`src/hdl/rs_defines.svh`:
```
// sizing macros for the reservation station core
//   station depth, physical tag width, datapath width
`ifndef RS_DEFINES_SVH
`define RS_DEFINES_SVH

// ====================================================================
// station geometry
// ====================================================================

// number of slots in the reservation station
`define RS_DEPTH 8

// ====================================================================
// datapath widths
// ====================================================================

// physical register tag, shared by dest and source operands
`define TAG_W 6

// integer datapath width
`define XLEN 32

`endif

```
`src/hdl/rs_pkg.sv`:
```
// shared types for the reservation station core
//   opcode and speculation enums
//   operand, dispatch, slot, issue and cdb structs
`include "rs_defines.svh"

package rs_pkg;

    // alu operations, beq also opens a speculation window
    typedef enum logic [2:0] {
        OP_ADD = 3'd0,
        OP_SUB = 3'd1,
        OP_AND = 3'd2,
        OP_OR  = 3'd3,
        OP_XOR = 3'd4,
        OP_SLL = 3'd5,
        OP_SLT = 3'd6,
        OP_BEQ = 3'd7
    } opcode_e;

    // one level of branch speculation
    typedef enum logic {
        SPEC_IDLE    = 1'b0,
        SPEC_PENDING = 1'b1
    } spec_state_e;

    // source operand, value is meaningful only when rdy is set
    typedef struct packed {
        logic              rdy;
        logic [`TAG_W-1:0] tag;
        logic [`XLEN-1:0]  value;
    } operand_t;

    // renamed instruction as handed over by dispatch
    typedef struct packed {
        opcode_e           op;
        logic [`TAG_W-1:0] dest;
        operand_t          src_a;
        operand_t          src_b;
    } disp_pkt_t;

    // station slot contents as seen by the selectors
    typedef struct packed {
        logic      valid;
        logic      spec;
        disp_pkt_t pkt;
    } rs_slot_t;

    // issue packet to the alu
    typedef struct packed {
        logic              valid;
        opcode_e           op;
        logic [`TAG_W-1:0] dest;
        logic [`XLEN-1:0]  a;
        logic [`XLEN-1:0]  b;
        logic              spec;
    } issue_pkt_t;

    // common data bus, valid-only broadcast
    typedef struct packed {
        logic              valid;
        logic [`TAG_W-1:0] tag;
        logic [`XLEN-1:0]  value;
    } cdb_t;

endpackage

```
`src/hdl/rs_control.sv`:
```
// branch speculation control for the reservation station
//   two-state fsm, dispatch handshake, write strobe
//   speculation mark, squash and clear strobes
`timescale 1ns/100ps
`include "rs_defines.svh"

module rs_control import rs_pkg::*; (
    input  logic    clock,
    input  logic    reset,
    input  logic    disp_valid_i,
    input  opcode_e disp_op_i,
    input  logic    any_free_i,
    input  logic    branch_resolve_i,
    input  logic    mispredict_i,
    input  logic    flush_i,
    output logic    disp_ready_o,
    output logic    write_o,
    output logic    spec_mark_o,
    output logic    squash_o,
    output logic    clear_spec_o
);

    spec_state_e state_q;
    spec_state_e state_d;
    logic        pending;
    logic        resolve;

    // ====================================================================
    // handshake and strobes
    // ====================================================================

    assign pending = (state_q == SPEC_PENDING);

    // resolve only counts while a branch is outstanding
    assign resolve = pending && branch_resolve_i;

    // stall on a full station or on a second branch
    assign disp_ready_o = any_free_i && !(pending && (disp_op_i == OP_BEQ));
    assign write_o      = disp_valid_i && disp_ready_o;

    // a dispatch that coincides with the resolve is already non-speculative
    assign spec_mark_o = pending && !resolve;

    // flush kills every stage, so it rides on the squash strobe too
    assign squash_o     = (resolve && mispredict_i) || flush_i;
    assign clear_spec_o = resolve && !mispredict_i;

    // ====================================================================
    // speculation fsm
    // ====================================================================

    always_comb begin
        state_d = state_q;
        if (flush_i) begin
            state_d = SPEC_IDLE;
        end else if (resolve) begin
            state_d = SPEC_IDLE;
        end else if (write_o && (disp_op_i == OP_BEQ)) begin
            // branch itself is accepted unmarked, later ones get marked
            state_d = SPEC_PENDING;
        end
    end

    always_ff @(posedge clock) begin
        if (reset) begin
            state_q <= SPEC_IDLE;
        end else begin
            state_q <= state_d;
        end
    end

endmodule

```
`src/hdl/rs_entry.sv`:
```
// single reservation station slot
//   allocation, issue and squash of the slot
//   cdb snooping for missing source operands
//   speculation mark tracking
`timescale 1ns/100ps
`include "rs_defines.svh"

module rs_entry import rs_pkg::*; (
    input  logic      clock,
    input  logic      reset,
    input  logic      write_i,
    input  disp_pkt_t pkt_i,
    input  logic      spec_i,
    input  logic      issue_i,
    input  logic      squash_i,
    input  logic      clear_spec_i,
    input  logic      flush_i,
    input  cdb_t      cdb_i,
    output rs_slot_t  slot_o,
    output logic      empty_o,
    output logic      ready_o
);

    logic      valid_q;
    logic      spec_q;
    disp_pkt_t pkt_q;
    disp_pkt_t pkt_d;

    // latch a broadcast value into a waiting operand on tag match
    function automatic operand_t snoop(operand_t opnd, cdb_t bus);
        operand_t res;
        res = opnd;
        if (!opnd.rdy && bus.valid && (bus.tag == opnd.tag)) begin
            res.rdy   = 1'b1;
            res.value = bus.value;
        end
        return res;
    endfunction

    // ====================================================================
    // slot control
    // ====================================================================

    always_ff @(posedge clock) begin
        if (reset || flush_i) begin
            valid_q <= 1'b0;
            spec_q  <= 1'b0;
        end else if (write_i) begin
            // allocation only ever targets an empty slot
            valid_q <= 1'b1;
            spec_q  <= spec_i;
        end else begin
            // leaves on issue, or on mispredict when marked
            if (issue_i || (squash_i && spec_q)) begin
                valid_q <= 1'b0;
            end
            // correct prediction, entry becomes non-speculative
            if (clear_spec_i) begin
                spec_q <= 1'b0;
            end
        end
    end

    // ====================================================================
    // payload and operand capture
    // ====================================================================

    always_comb begin
        pkt_d = pkt_q;
        if (write_i) begin
            // a broadcast in the dispatch cycle must not be missed
            pkt_d       = pkt_i;
            pkt_d.src_a = snoop(pkt_i.src_a, cdb_i);
            pkt_d.src_b = snoop(pkt_i.src_b, cdb_i);
        end else if (valid_q) begin
            pkt_d.src_a = snoop(pkt_q.src_a, cdb_i);
            pkt_d.src_b = snoop(pkt_q.src_b, cdb_i);
        end
    end

    always_ff @(posedge clock) begin
        pkt_q <= pkt_d;
    end

    // ====================================================================
    // outputs
    // ====================================================================

    assign slot_o.valid = valid_q;
    assign slot_o.spec  = spec_q;
    assign slot_o.pkt   = pkt_q;

    assign empty_o = !valid_q;
    assign ready_o = valid_q && pkt_q.src_a.rdy && pkt_q.src_b.rdy;

endmodule

```
`src/hdl/dispatch_select.sv`:
```
// allocation selector for the reservation station
//   lowest-numbered empty slot as a one-hot vector
//   free-slot indication for the dispatch handshake
`timescale 1ns/100ps
`include "rs_defines.svh"

module dispatch_select import rs_pkg::*; (
    input  logic [`RS_DEPTH-1:0] empty_vec_i,
    output logic [`RS_DEPTH-1:0] alloc_vec_o,
    output logic                 any_free_o
);

    logic found;

    // ====================================================================
    // priority encoder
    // ====================================================================

    // slot 0 has the highest priority
    always_comb begin
        alloc_vec_o = '0;
        found       = 1'b0;
        for (int i = 0; i < `RS_DEPTH; i++) begin
            if (empty_vec_i[i] && !found) begin
                alloc_vec_o[i] = 1'b1;
                found          = 1'b1;
            end
        end
    end

    // dispatch validity is applied later by the write strobe
    assign any_free_o = found;

endmodule

```
`src/hdl/issue_select.sv`:
```
// issue selector for the reservation station
//   lowest-numbered ready slot wins
//   builds the alu issue packet
//   returns a one-hot grant to the slots
`timescale 1ns/100ps
`include "rs_defines.svh"

module issue_select import rs_pkg::*; (
    input  rs_slot_t [`RS_DEPTH-1:0] slots_i,
    input  logic     [`RS_DEPTH-1:0] ready_vec_i,
    output logic     [`RS_DEPTH-1:0] grant_o,
    output issue_pkt_t               issue_pkt_o
);

    // ====================================================================
    // grant and packet mux
    // ====================================================================

    always_comb begin
        grant_o     = '0;
        // invalid packet when nothing is ready
        issue_pkt_o = '0;
        for (int i = 0; i < `RS_DEPTH; i++) begin
            // first ready slot from the bottom
            if (ready_vec_i[i] && !issue_pkt_o.valid) begin
                grant_o[i]        = 1'b1;
                issue_pkt_o.valid = 1'b1;
                issue_pkt_o.op    = slots_i[i].pkt.op;
                issue_pkt_o.dest  = slots_i[i].pkt.dest;
                // both operands are captured once ready is set
                issue_pkt_o.a     = slots_i[i].pkt.src_a.value;
                issue_pkt_o.b     = slots_i[i].pkt.src_b.value;
                // alu needs the mark to drop squashed work
                issue_pkt_o.spec  = slots_i[i].spec;
            end
        end
    end

endmodule

```
`src/hdl/int_alu.sv`:
```
// single-cycle integer alu stage
//   evaluates all opcodes on the issue packet
//   registers the result as a one-cycle cdb broadcast
//   drops marked work on squash, empties on flush
`timescale 1ns/100ps
`include "rs_defines.svh"

module int_alu import rs_pkg::*; (
    input  logic       clock,
    input  logic       reset,
    input  issue_pkt_t issue_pkt_i,
    input  logic       squash_i,
    input  logic       clear_spec_i,
    input  logic       flush_i,
    output cdb_t       cdb_o
);

    logic [`XLEN-1:0]  result;
    logic              res_valid_q;
    logic              res_spec_q;
    logic [`TAG_W-1:0] res_tag_q;
    logic [`XLEN-1:0]  res_value_q;

    // ====================================================================
    // execute
    // ====================================================================

    always_comb begin
        case (issue_pkt_i.op)
            OP_ADD:  result = issue_pkt_i.a + issue_pkt_i.b;
            OP_SUB:  result = issue_pkt_i.a - issue_pkt_i.b;
            OP_AND:  result = issue_pkt_i.a & issue_pkt_i.b;
            OP_OR:   result = issue_pkt_i.a | issue_pkt_i.b;
            OP_XOR:  result = issue_pkt_i.a ^ issue_pkt_i.b;
            // shift amount from the low five bits only
            OP_SLL:  result = issue_pkt_i.a << issue_pkt_i.b[4:0];
            OP_SLT:  result = {{(`XLEN-1){1'b0}},
                               ($signed(issue_pkt_i.a) < $signed(issue_pkt_i.b))};
            OP_BEQ:  result = {{(`XLEN-1){1'b0}}, (issue_pkt_i.a == issue_pkt_i.b)};
            default: result = '0;
        endcase
    end

    // ====================================================================
    // result register
    // ====================================================================

    always_ff @(posedge clock) begin
        if (reset || flush_i) begin
            res_valid_q <= 1'b0;
            res_spec_q  <= 1'b0;
        end else begin
            // marked op killed by a mispredict in its issue cycle
            res_valid_q <= issue_pkt_i.valid && !(squash_i && issue_pkt_i.spec);
            res_spec_q  <= issue_pkt_i.spec && !clear_spec_i;
        end
    end

    always_ff @(posedge clock) begin
        res_tag_q   <= issue_pkt_i.dest;
        res_value_q <= result;
    end

    // still-marked result is held back if squash lands on the broadcast
    assign cdb_o.valid = res_valid_q && !(squash_i && res_spec_q);
    assign cdb_o.tag   = res_tag_q;
    assign cdb_o.value = res_value_q;

endmodule

```
`src/hdl/rs_top.sv`:
```
// reservation station scheduling core, top level
//   speculation control, eight station slots
//   allocation and issue selectors, integer alu with cdb
`timescale 1ns/100ps
`include "rs_defines.svh"

module rs_top import rs_pkg::*; (
    input  logic      clock,
    input  logic      reset,
    input  logic      disp_valid_i,
    input  disp_pkt_t disp_pkt_i,
    output logic      disp_ready_o,
    input  logic      branch_resolve_i,
    input  logic      mispredict_i,
    input  logic      flush_i,
    output cdb_t      cdb_o
);

    rs_slot_t [`RS_DEPTH-1:0] slots;
    logic     [`RS_DEPTH-1:0] empty_vec;
    logic     [`RS_DEPTH-1:0] ready_vec;
    logic     [`RS_DEPTH-1:0] alloc_vec;
    logic     [`RS_DEPTH-1:0] issue_grant;
    logic                     any_free;
    logic                     write;
    logic                     spec_mark;
    logic                     squash;
    logic                     clear_spec;
    issue_pkt_t               issue_pkt;
    cdb_t                     cdb;

    // ====================================================================
    // dispatch side
    // ====================================================================

    rs_control u_control (
        .clock            (clock),
        .reset            (reset),
        .disp_valid_i     (disp_valid_i),
        .disp_op_i        (disp_pkt_i.op),
        .any_free_i       (any_free),
        .branch_resolve_i (branch_resolve_i),
        .mispredict_i     (mispredict_i),
        .flush_i          (flush_i),
        .disp_ready_o     (disp_ready_o),
        .write_o          (write),
        .spec_mark_o      (spec_mark),
        .squash_o         (squash),
        .clear_spec_o     (clear_spec)
    );

    dispatch_select u_disp_sel (
        .empty_vec_i (empty_vec),
        .alloc_vec_o (alloc_vec),
        .any_free_o  (any_free)
    );

    // ====================================================================
    // station slots
    // ====================================================================

    for (genvar i = 0; i < `RS_DEPTH; i++) begin : g_slot
        // write strobe steered to the allocated slot
        rs_entry u_entry (
            .clock        (clock),
            .reset        (reset),
            .write_i      (write && alloc_vec[i]),
            .pkt_i        (disp_pkt_i),
            .spec_i       (spec_mark),
            .issue_i      (issue_grant[i]),
            .squash_i     (squash),
            .clear_spec_i (clear_spec),
            .flush_i      (flush_i),
            .cdb_i        (cdb),
            .slot_o       (slots[i]),
            .empty_o      (empty_vec[i]),
            .ready_o      (ready_vec[i])
        );
    end

    // ====================================================================
    // issue and execute
    // ====================================================================

    issue_select u_issue_sel (
        .slots_i     (slots),
        .ready_vec_i (ready_vec),
        .grant_o     (issue_grant),
        .issue_pkt_o (issue_pkt)
    );

    int_alu u_alu (
        .clock        (clock),
        .reset        (reset),
        .issue_pkt_i  (issue_pkt),
        .squash_i     (squash),
        .clear_spec_i (clear_spec),
        .flush_i      (flush_i),
        .cdb_o        (cdb)
    );

    // completion is the same broadcast the slots snoop
    assign cdb_o = cdb;

endmodule

```
`config.mk`:
```
export PLATFORM = sky130hd
export DESIGN_NAME = rs_top
export DESIGN_NICKNAME = d
export VERILOG_FILES = /design/src/hdl/rs_pkg.sv /design/src/hdl/rs_control.sv /design/src/hdl/rs_entry.sv /design/src/hdl/dispatch_select.sv /design/src/hdl/issue_select.sv /design/src/hdl/int_alu.sv /design/src/hdl/rs_top.sv
export VERILOG_INCLUDE_DIRS = /design/src /design/src/hdl
export SDC_FILE = /design/constraint.sdc
export NUM_CORES = 2
export LEC_CHECK = 0
export ABC_AREA = 1
export BUFFER_PORTS_ARGS = -buffer_cell sky130_fd_sc_hd__buf_2
export CAP_MARGIN = 10
export CORE_AREA = 4 4 266 268
export CTS_BUF_LIST = sky130_fd_sc_hd__clkbuf_8
export DETAILED_ROUTE_END_ITERATION = 6
export DIE_AREA = 0 0 270 272
export GPL_ROUTABILITY_DRIVEN = 0
export PLACE_DENSITY = 0.82
export SLEW_MARGIN = 10
export SYNTH_ARGS = -nofsm -noshare
export SYNTH_HDL_FRONTEND = slang
export SYNTH_SLANG_ARGS = --single-unit
```
`constraint.sdc`:
```
create_clock -name clock -period 7.35 [get_ports clock]
set_clock_uncertainty 0.1 [all_clocks]
set_input_delay 0.3675 -clock clock [delete_from_list [all_inputs] [get_ports clock]]
set_output_delay 0.3675 -clock clock [all_outputs]
set_load 0.02 [all_outputs]
```
# Yosys cells after proc, flatten, opt, wreduce, memory -nomap -nowiden
# Cells that the tools add are included.
[classes]
n_addsub = 2
n_lt_le_gt_ge = 1
n_eq_ne = 27
shifts = 1
muxes = 109
bitwise = 3
n_reduce_logical = 207
[ops]
columns = ["operator", "count"]
rows = [
  ["$mux 78", 16],
  ["$mux 75", 8],
  ["$mux 32", 18],
  ["$pmux 32 s8", 1],
  ["$eq 6x6->1", 18],
  ["$logic_and 1x1->1", 95],
  ["$reduce_bool 2->1", 40],
  ["$mux 1", 66],
  ["$logic_not 1->1", 44],
  ["$add 32x32->32", 1],
  ["$and 32x32->32", 1],
  ["$eq 32x32->1", 1],
  ["$lt 32x32->1", 1],
  ["$or 32x32->32", 1],
  ["$reduce_and 2->1", 16],
  ["$shl 32x5->32", 1],
  ["$sub 32x32->32", 1],
  ["$xor 32x32->32", 1],
  ["$eq 3x3->1 const B", 5],
  ["$logic_or 1x1->1", 10],
  ["$eq 3x2->1 const B", 2],
  ["$eq 3x1->1 const B", 1],
  ["$logic_not 3->1", 1],
  ["$reduce_or 3->1", 1],
]
[word_totals]
ff_bits = 753
input_bits = 93

# Logic depth before layout (Yosys ltp)
[logic_depth]
ltp_word = 27
ltp_mapped = 30
depth_no_buf = 27

# Cells and area by module
# Synthesis repeated with hierarchy kept, for this count alone.
[hier_totals]
hier_cells = 6334
hier_area_um2 = 47670.7
[modules_own_cells]
columns = ["mod", "instances", "cells_per_inst", "area_per_inst_um2"]
rows = [
  ["rs_entry", 8, 436, 4205.3],
  ["int_alu", 1, 1562, 8469.4],
  ["issue_select", 1, 1229, 5282.6],
  ["dispatch_select", 1, 21, 112.6],
  ["rs_control", 1, 17, 98.8],
  ["rs_top", 1, 17, 65.1],
]

# Worst setup path after synthesis
# No wires, ideal clock.
[synth_path]
path_type = "reg-to-reg"
from = "reg u_alu.res_tag_q[2]"
to = "reg g_slot[5].u_entry.pkt_q (netlist bit g_slot[5].u_entry.slot_o[0]), enable pin"
t_arrival_ps = 4973
setup_slack_ps = 1762
path_stages_with_launch = 7
synth_period_minus_slack_ps = 5588
cell_sequence = "dfxtp_1 -> clkbuf_1 -> buf_1 -> xor2_1 -> nor4_1 -> nand3_1 -> o41ai_1"
[synth_via]
elab_chain_len = 4
[synth_lines]
columns = ["item", "line", "source"]
rows = [
  ["start: declaration", "int_alu.sv:21", "logic [`TAG_W-1:0] res_tag_q;"],
  ["start signal: assignment", "int_alu.sv:60", "res_tag_q <= issue_pkt_i.dest;"],
  ["$eq 6x6->1", "rs_entry.sv:33", "if (!opnd.rdy && bus.valid && (bus.tag == opnd.tag)) begin"],
  ["$logic_and 1x1->1", "rs_entry.sv:33", ""],
  ["$reduce_bool 2->1 (no source line)", "n/a", ""],
  ["$reduce_and 2->1 (no source line)", "n/a", ""],
  ["end signal: assignment", "rs_entry.sv:82", "pkt_q <= pkt_d;"],
  ["end: declaration", "rs_entry.sv:26", "disp_pkt_t pkt_q;"],
]
# No other way between the ends.
# A chain may end at the register's enable or synchronous reset.

# Worst setup path in the final report
[layout_path]
from = "reg g_slot[0].u_entry.pkt_q (netlist bit g_slot[0].u_entry.slot_o[38])"
to = "reg u_alu.res_value_q[0]"
[layout_via]
elab_chain_len = 25
word_cells_on_any_way = 40
cone_classes = "add/sub: 2; order compare: 1; eq/ne: 8; shift: 1; mux: 9; bitwise: 3; reduce/logical: 16"
[layout_lines]
columns = ["item", "line", "source"]
rows = [
  ["start: declaration", "rs_entry.sv:26", ""],
  ["start signal: assignment", "rs_entry.sv:82", ""],
  ["$logic_and 1x1->1 *", "rs_entry.sv:94", "assign ready_o = valid_q && pkt_q.src_a.rdy && pkt_q.src_b.rdy;"],
  ["$mux 75 *", "issue_select.sv:25", "if (ready_vec_i[i] && !issue_pkt_o.valid) begin"],
  ["$logic_not 1->1", "issue_select.sv:25", ""],
  ["$logic_and 1x1->1", "issue_select.sv:25", ""],
  ["$mux 75 *", "issue_select.sv:25", ""],
  ["$logic_not 1->1", "issue_select.sv:25", ""],
  ["$logic_and 1x1->1", "issue_select.sv:25", ""],
  ["$mux 75 *", "issue_select.sv:25", ""],
  ["(+10 left out)", "n/a", ""],
  ["$logic_and 1x1->1", "issue_select.sv:25", ""],
  ["$mux 75 *", "issue_select.sv:25", ""],
  ["$logic_not 1->1", "issue_select.sv:25", ""],
  ["$logic_and 1x1->1", "issue_select.sv:25", ""],
  ["$mux 75 *", "issue_select.sv:25", ""],
  ["$sub 32x32->32, or another cell as far along", "int_alu.sv:31", "OP_SUB: result = issue_pkt_i.a - issue_pkt_i.b;"],
  ["$pmux 32 s8 *", "int_alu.sv:29", "case (issue_pkt_i.op)"],
  ["net u_alu.result[0]", "int_alu.sv:18", "logic [`XLEN-1:0] result;"],
  ["end signal: assignment", "int_alu.sv:61", "res_value_q <= result;"],
  ["end: declaration", "int_alu.sv:22", "logic [`XLEN-1:0] res_value_q;"],
]
# The timed path passes the listed nets; every way through them passes the cells marked *.

==> qor.yml <==
logic_synthesis:
  synth_nets: 4707
  synthMuxAreaShare: 0.0159
  async_flop_share: 0
  synth-xor-area-share: 0.0178
  syn_avg_cell_area_um2: 9.04
  synth_edf_count: 696
  synth_top_family_by_area: "simple AND/OR/NAND/NOR gates"
  ys.flop_type: "edfxtp_1"
  syn_area_um2: 40800
  syn_inst: 4515
  yosysSeqAreaShare: 0.540
  yosysUniqueCellTypes: 68
  synth_adder_area_share: 0.0307
  yosys-top-cells-area: "edfxtp_1 51%, nand2_1 10%, o21ai_0 6.7%"
  synth-simple-area-share: 0.205
  synth_seq_cells: 753
  synth_compound_area_frac: 0.134
  synth_top_area_share: 0.512
  ys_warn_count: 0
  yosysTopAreaCell: "edfxtp_1"
setup_path:
  crit_fanout: 35
  crit_required_ps: 7930
  crit_path_end_kind: "register"
  cp_top_family: "simple AND/OR/NAND/NOR gates"
  regToRegSetupSlack_ps: 900
  cp.arrival_ps: 7030
  startpoint_type: "register"
  timing.rr.start: "g_slot[0].u_entry.slot_o[38]$_SDFFCE_PN1P_"
  slowest_stage: "nand3_4"
  crit_buf_inv: 3
  path_cells: "nand3_4 -> nand4_4 -> nor2_4 -> nand4_4 -> or2_0 -> nand2_1 -> buf_4 -> inv_2 -> ha_1 -> inv_1 -> nand2_1 -> o21ai_0 -> a21oi_1 -> o21ai_0 -> a21oi_1 -> o21ai_0 -> xor2_1 -> o21ai_0 -> nor2_1 -> o2111ai_1"
  startpoint: "g_slot[0].u_entry.slot_o[38]$_SDFFCE_PN1P_"
  crit_top_cell: "o21ai_0"
  worstSetupPathType: "register to register"
  critPathMaxStageDelay_ps: 530
routing:
  wl_met3_mm: 18.3
  viasPerCell: 6.53
  num_vias: 36280
  wl_per_cell_um: 24.6
  wirelength_mm: 137
  drtIter0Drc: 5827
  drc: 8
  first_pass_iters: 7
  met1_length_mm: 45.9
  antenna_left: 0
  wl_met2_mm: 61.7
  top_layer: "met4"
sta:
  worst_slack_ps: 897
  finalSetupTns_ps: 0
  setup_violations: 0
  timing.final.crit_share: 0.878
  finalHoldViolCount: 0
  worst_slew_pin_slew_ps: 1360
  slew_headroom: 0.0901
  slew_viol_final: 0
  rsz0062_at_grt: "no"
  min_period_ps: 6450
  max_freq_mhz: 155
power_and_ir_drop:
  total_power_mw: 9.08
  powerDensity_nw_per_um2: 204
  p_leak_nw: 18.2
  irDropWorstVdd_uv: 214
cts:
  h-tree-depth: 3
  insertion_delay_ps: 820
  clock_path_buffers: 3
  cts_setup_buffers: 0
  cts_buffers: 119
  cts_tree: "built"
  root_buffer: "clkbuf_8"
  cts.sinks: 753
  cts.clk_slew.worst_paths_ps: 90
min_path:
  hp-start: "disp_pkt_i[26]"
  min_path_type: "primary input to register"
placed_design:
  hpwl_mm: 89.1
  place_area_um2: 42000
  dp_slack_ps: 1180
  io_buffers: 132
  placed_cells: 5303
layout:
  nets: 4760
  drive_above_1_share: 0.0971
  final_cell_area_um2: 44600
  num-fill-cells: 5228
  area_delta_synth_final_pct: 9.32
  final_cell_count_no_fill: 5558
floorplanning:
  ios: 133
  core_um2: 68300
  initial_core_util: 0.597
  die_x_um: 270
  die_area_um2: 73400
  die-height_um: 272
  rows: 96
global_route:
  grt_overflow: 0
  grt_first_pass_wirelength_mm: 204
  antenna_found_initial: 1
  grt_pass1_vias: 34762
  grt_max_degree: 111
  grtUsageTotal: 0.362
run:
  cap_violations: 0
outcome:
  outcome: "complete, but fails checks"
  violations: "DRC"
state kept, by name (all words and copies together), names as in the netlist:
register and cells:
u_alu.res_value_q 32, u_alu.res_valid_q 1, g_slot.u_entry.spec_q 8, u_alu.res_spec_q 1, u_alu.res_tag_q 6, g_slot.u_entry.slot_o 696, u_control.pending 1, g_slot.u_entry.valid_q 8
synthesized netlist by cell type (26+ instances only):
library cell and instances:
inv_1 241, clkbuf_1 158, buf_2 77, dfxtp_1 57
edfxtp_1 696, nand3_1 282, nand2_1 1092, a21oi_1 176
xor2_1 70, nand4_1 88, a22oi_1 26, ha_1 97
buf_1 28, o21ai_1 91, mux2i_1 65, nor2_1 387
o22ai_1 27, o21ai_0 546
cell usage in the layout (no fill, tap or decap), drive strengths merged, types with 4 or more instances in the layout:
cell type,instances
a31oi,7
o21bai,11
o21a,5
dlygate4sd3,26
nor2,404
a211oi,9
mux2i,65
o2111ai,8
o211ai,20
a21boi,6
dfxtp,57
nor4,10
o22ai,27
bufinv,4
inv,309
nand3b,12
clkinv,63
nand3,290
a22oi,26
nand2,1101
and3,8
a221oi,8
a22o,12
o221ai,5
or2,10
a21oi,176
o21ai,640
nor3,28
clkbuf,128
ha,97
a2111oi,16
buf,193
nand4,93
xnor2,13
edfxtp,696
xor2,70
kinds of logic after synthesis:
logic type | count (synthesis)
buf+inv | 566
xor+xnor | 83
compound gates | 990
fa+ha+maj | 99
mux | 65
simple gates | 1959
flops | 753
worst paths after layout:
| path | end | depth (start not counted) |
|---|---|---|
| max | u_alu.res_value_q[0]$_DFF_P_ | 20 |
| min | g_slot[4].u_entry.slot_o[26]$_DFFE_PP_ | 3 |
| max reg2reg | u_alu.res_value_q[0]$_DFF_P_ | 20 |
| min reg2reg | u_alu.res_tag_q[0]$_DFF_P_ | 2 |
per-layer routing:
layer,track usage,vias up
met5,0,-
met4,0.238,0
li1,-,15853
met2,0.583,3085
met1,0.440,16581
met3,0.0827,761
worst min-delay path: stages:
cell     delay [ps]
buf_2            70
mux2i_1         170
o21ai_1         170
final cells by class:
| type | count | area, µm² | area share |
|---|---|---|---|
| flip-flops and latches | 753 | 22000 | 0.494 |
| well taps | 882 | 1100 | 0.0247 |
| diodes | 2 | 5.00 | 0.000112 |
| multi-input cells | 3196 | 16600 | 0.373 |
| clock inverters | 99 | 603 | 0.0135 |
| inverters | 279 | 1060 | 0.0238 |
| repair buffers | 219 | 1380 | 0.0309 |
| clock buffers | 128 | 1760 | 0.0395 |
report_power, final:
part           internal (mW)  total, mW  switching (mW)
sequential              4.75       4.82          0.0700
combinational          0.204      0.691           0.487
clock                   1.78       3.57            1.80
total                   6.73       9.08            2.35
stage by stage:
| step | hold WS, ps | utilization |
|---|---|---|
| floorplan | 329 | - |
| global placement | 344 | 0.614 |
| CTS | 2.65 | 0.652 |
| global route | 24.8 | 0.653 |
| detailed placement | 350 | 0.614 |
| finish | 39.4 | 0.653 |
what timing repair did:
action,in CTS,in global routing
resized for setup,0,0
hold buffers,26,0
endpoints found under the hold margin,133,0
Note: power is estimated with default switching activity, not from simulation.
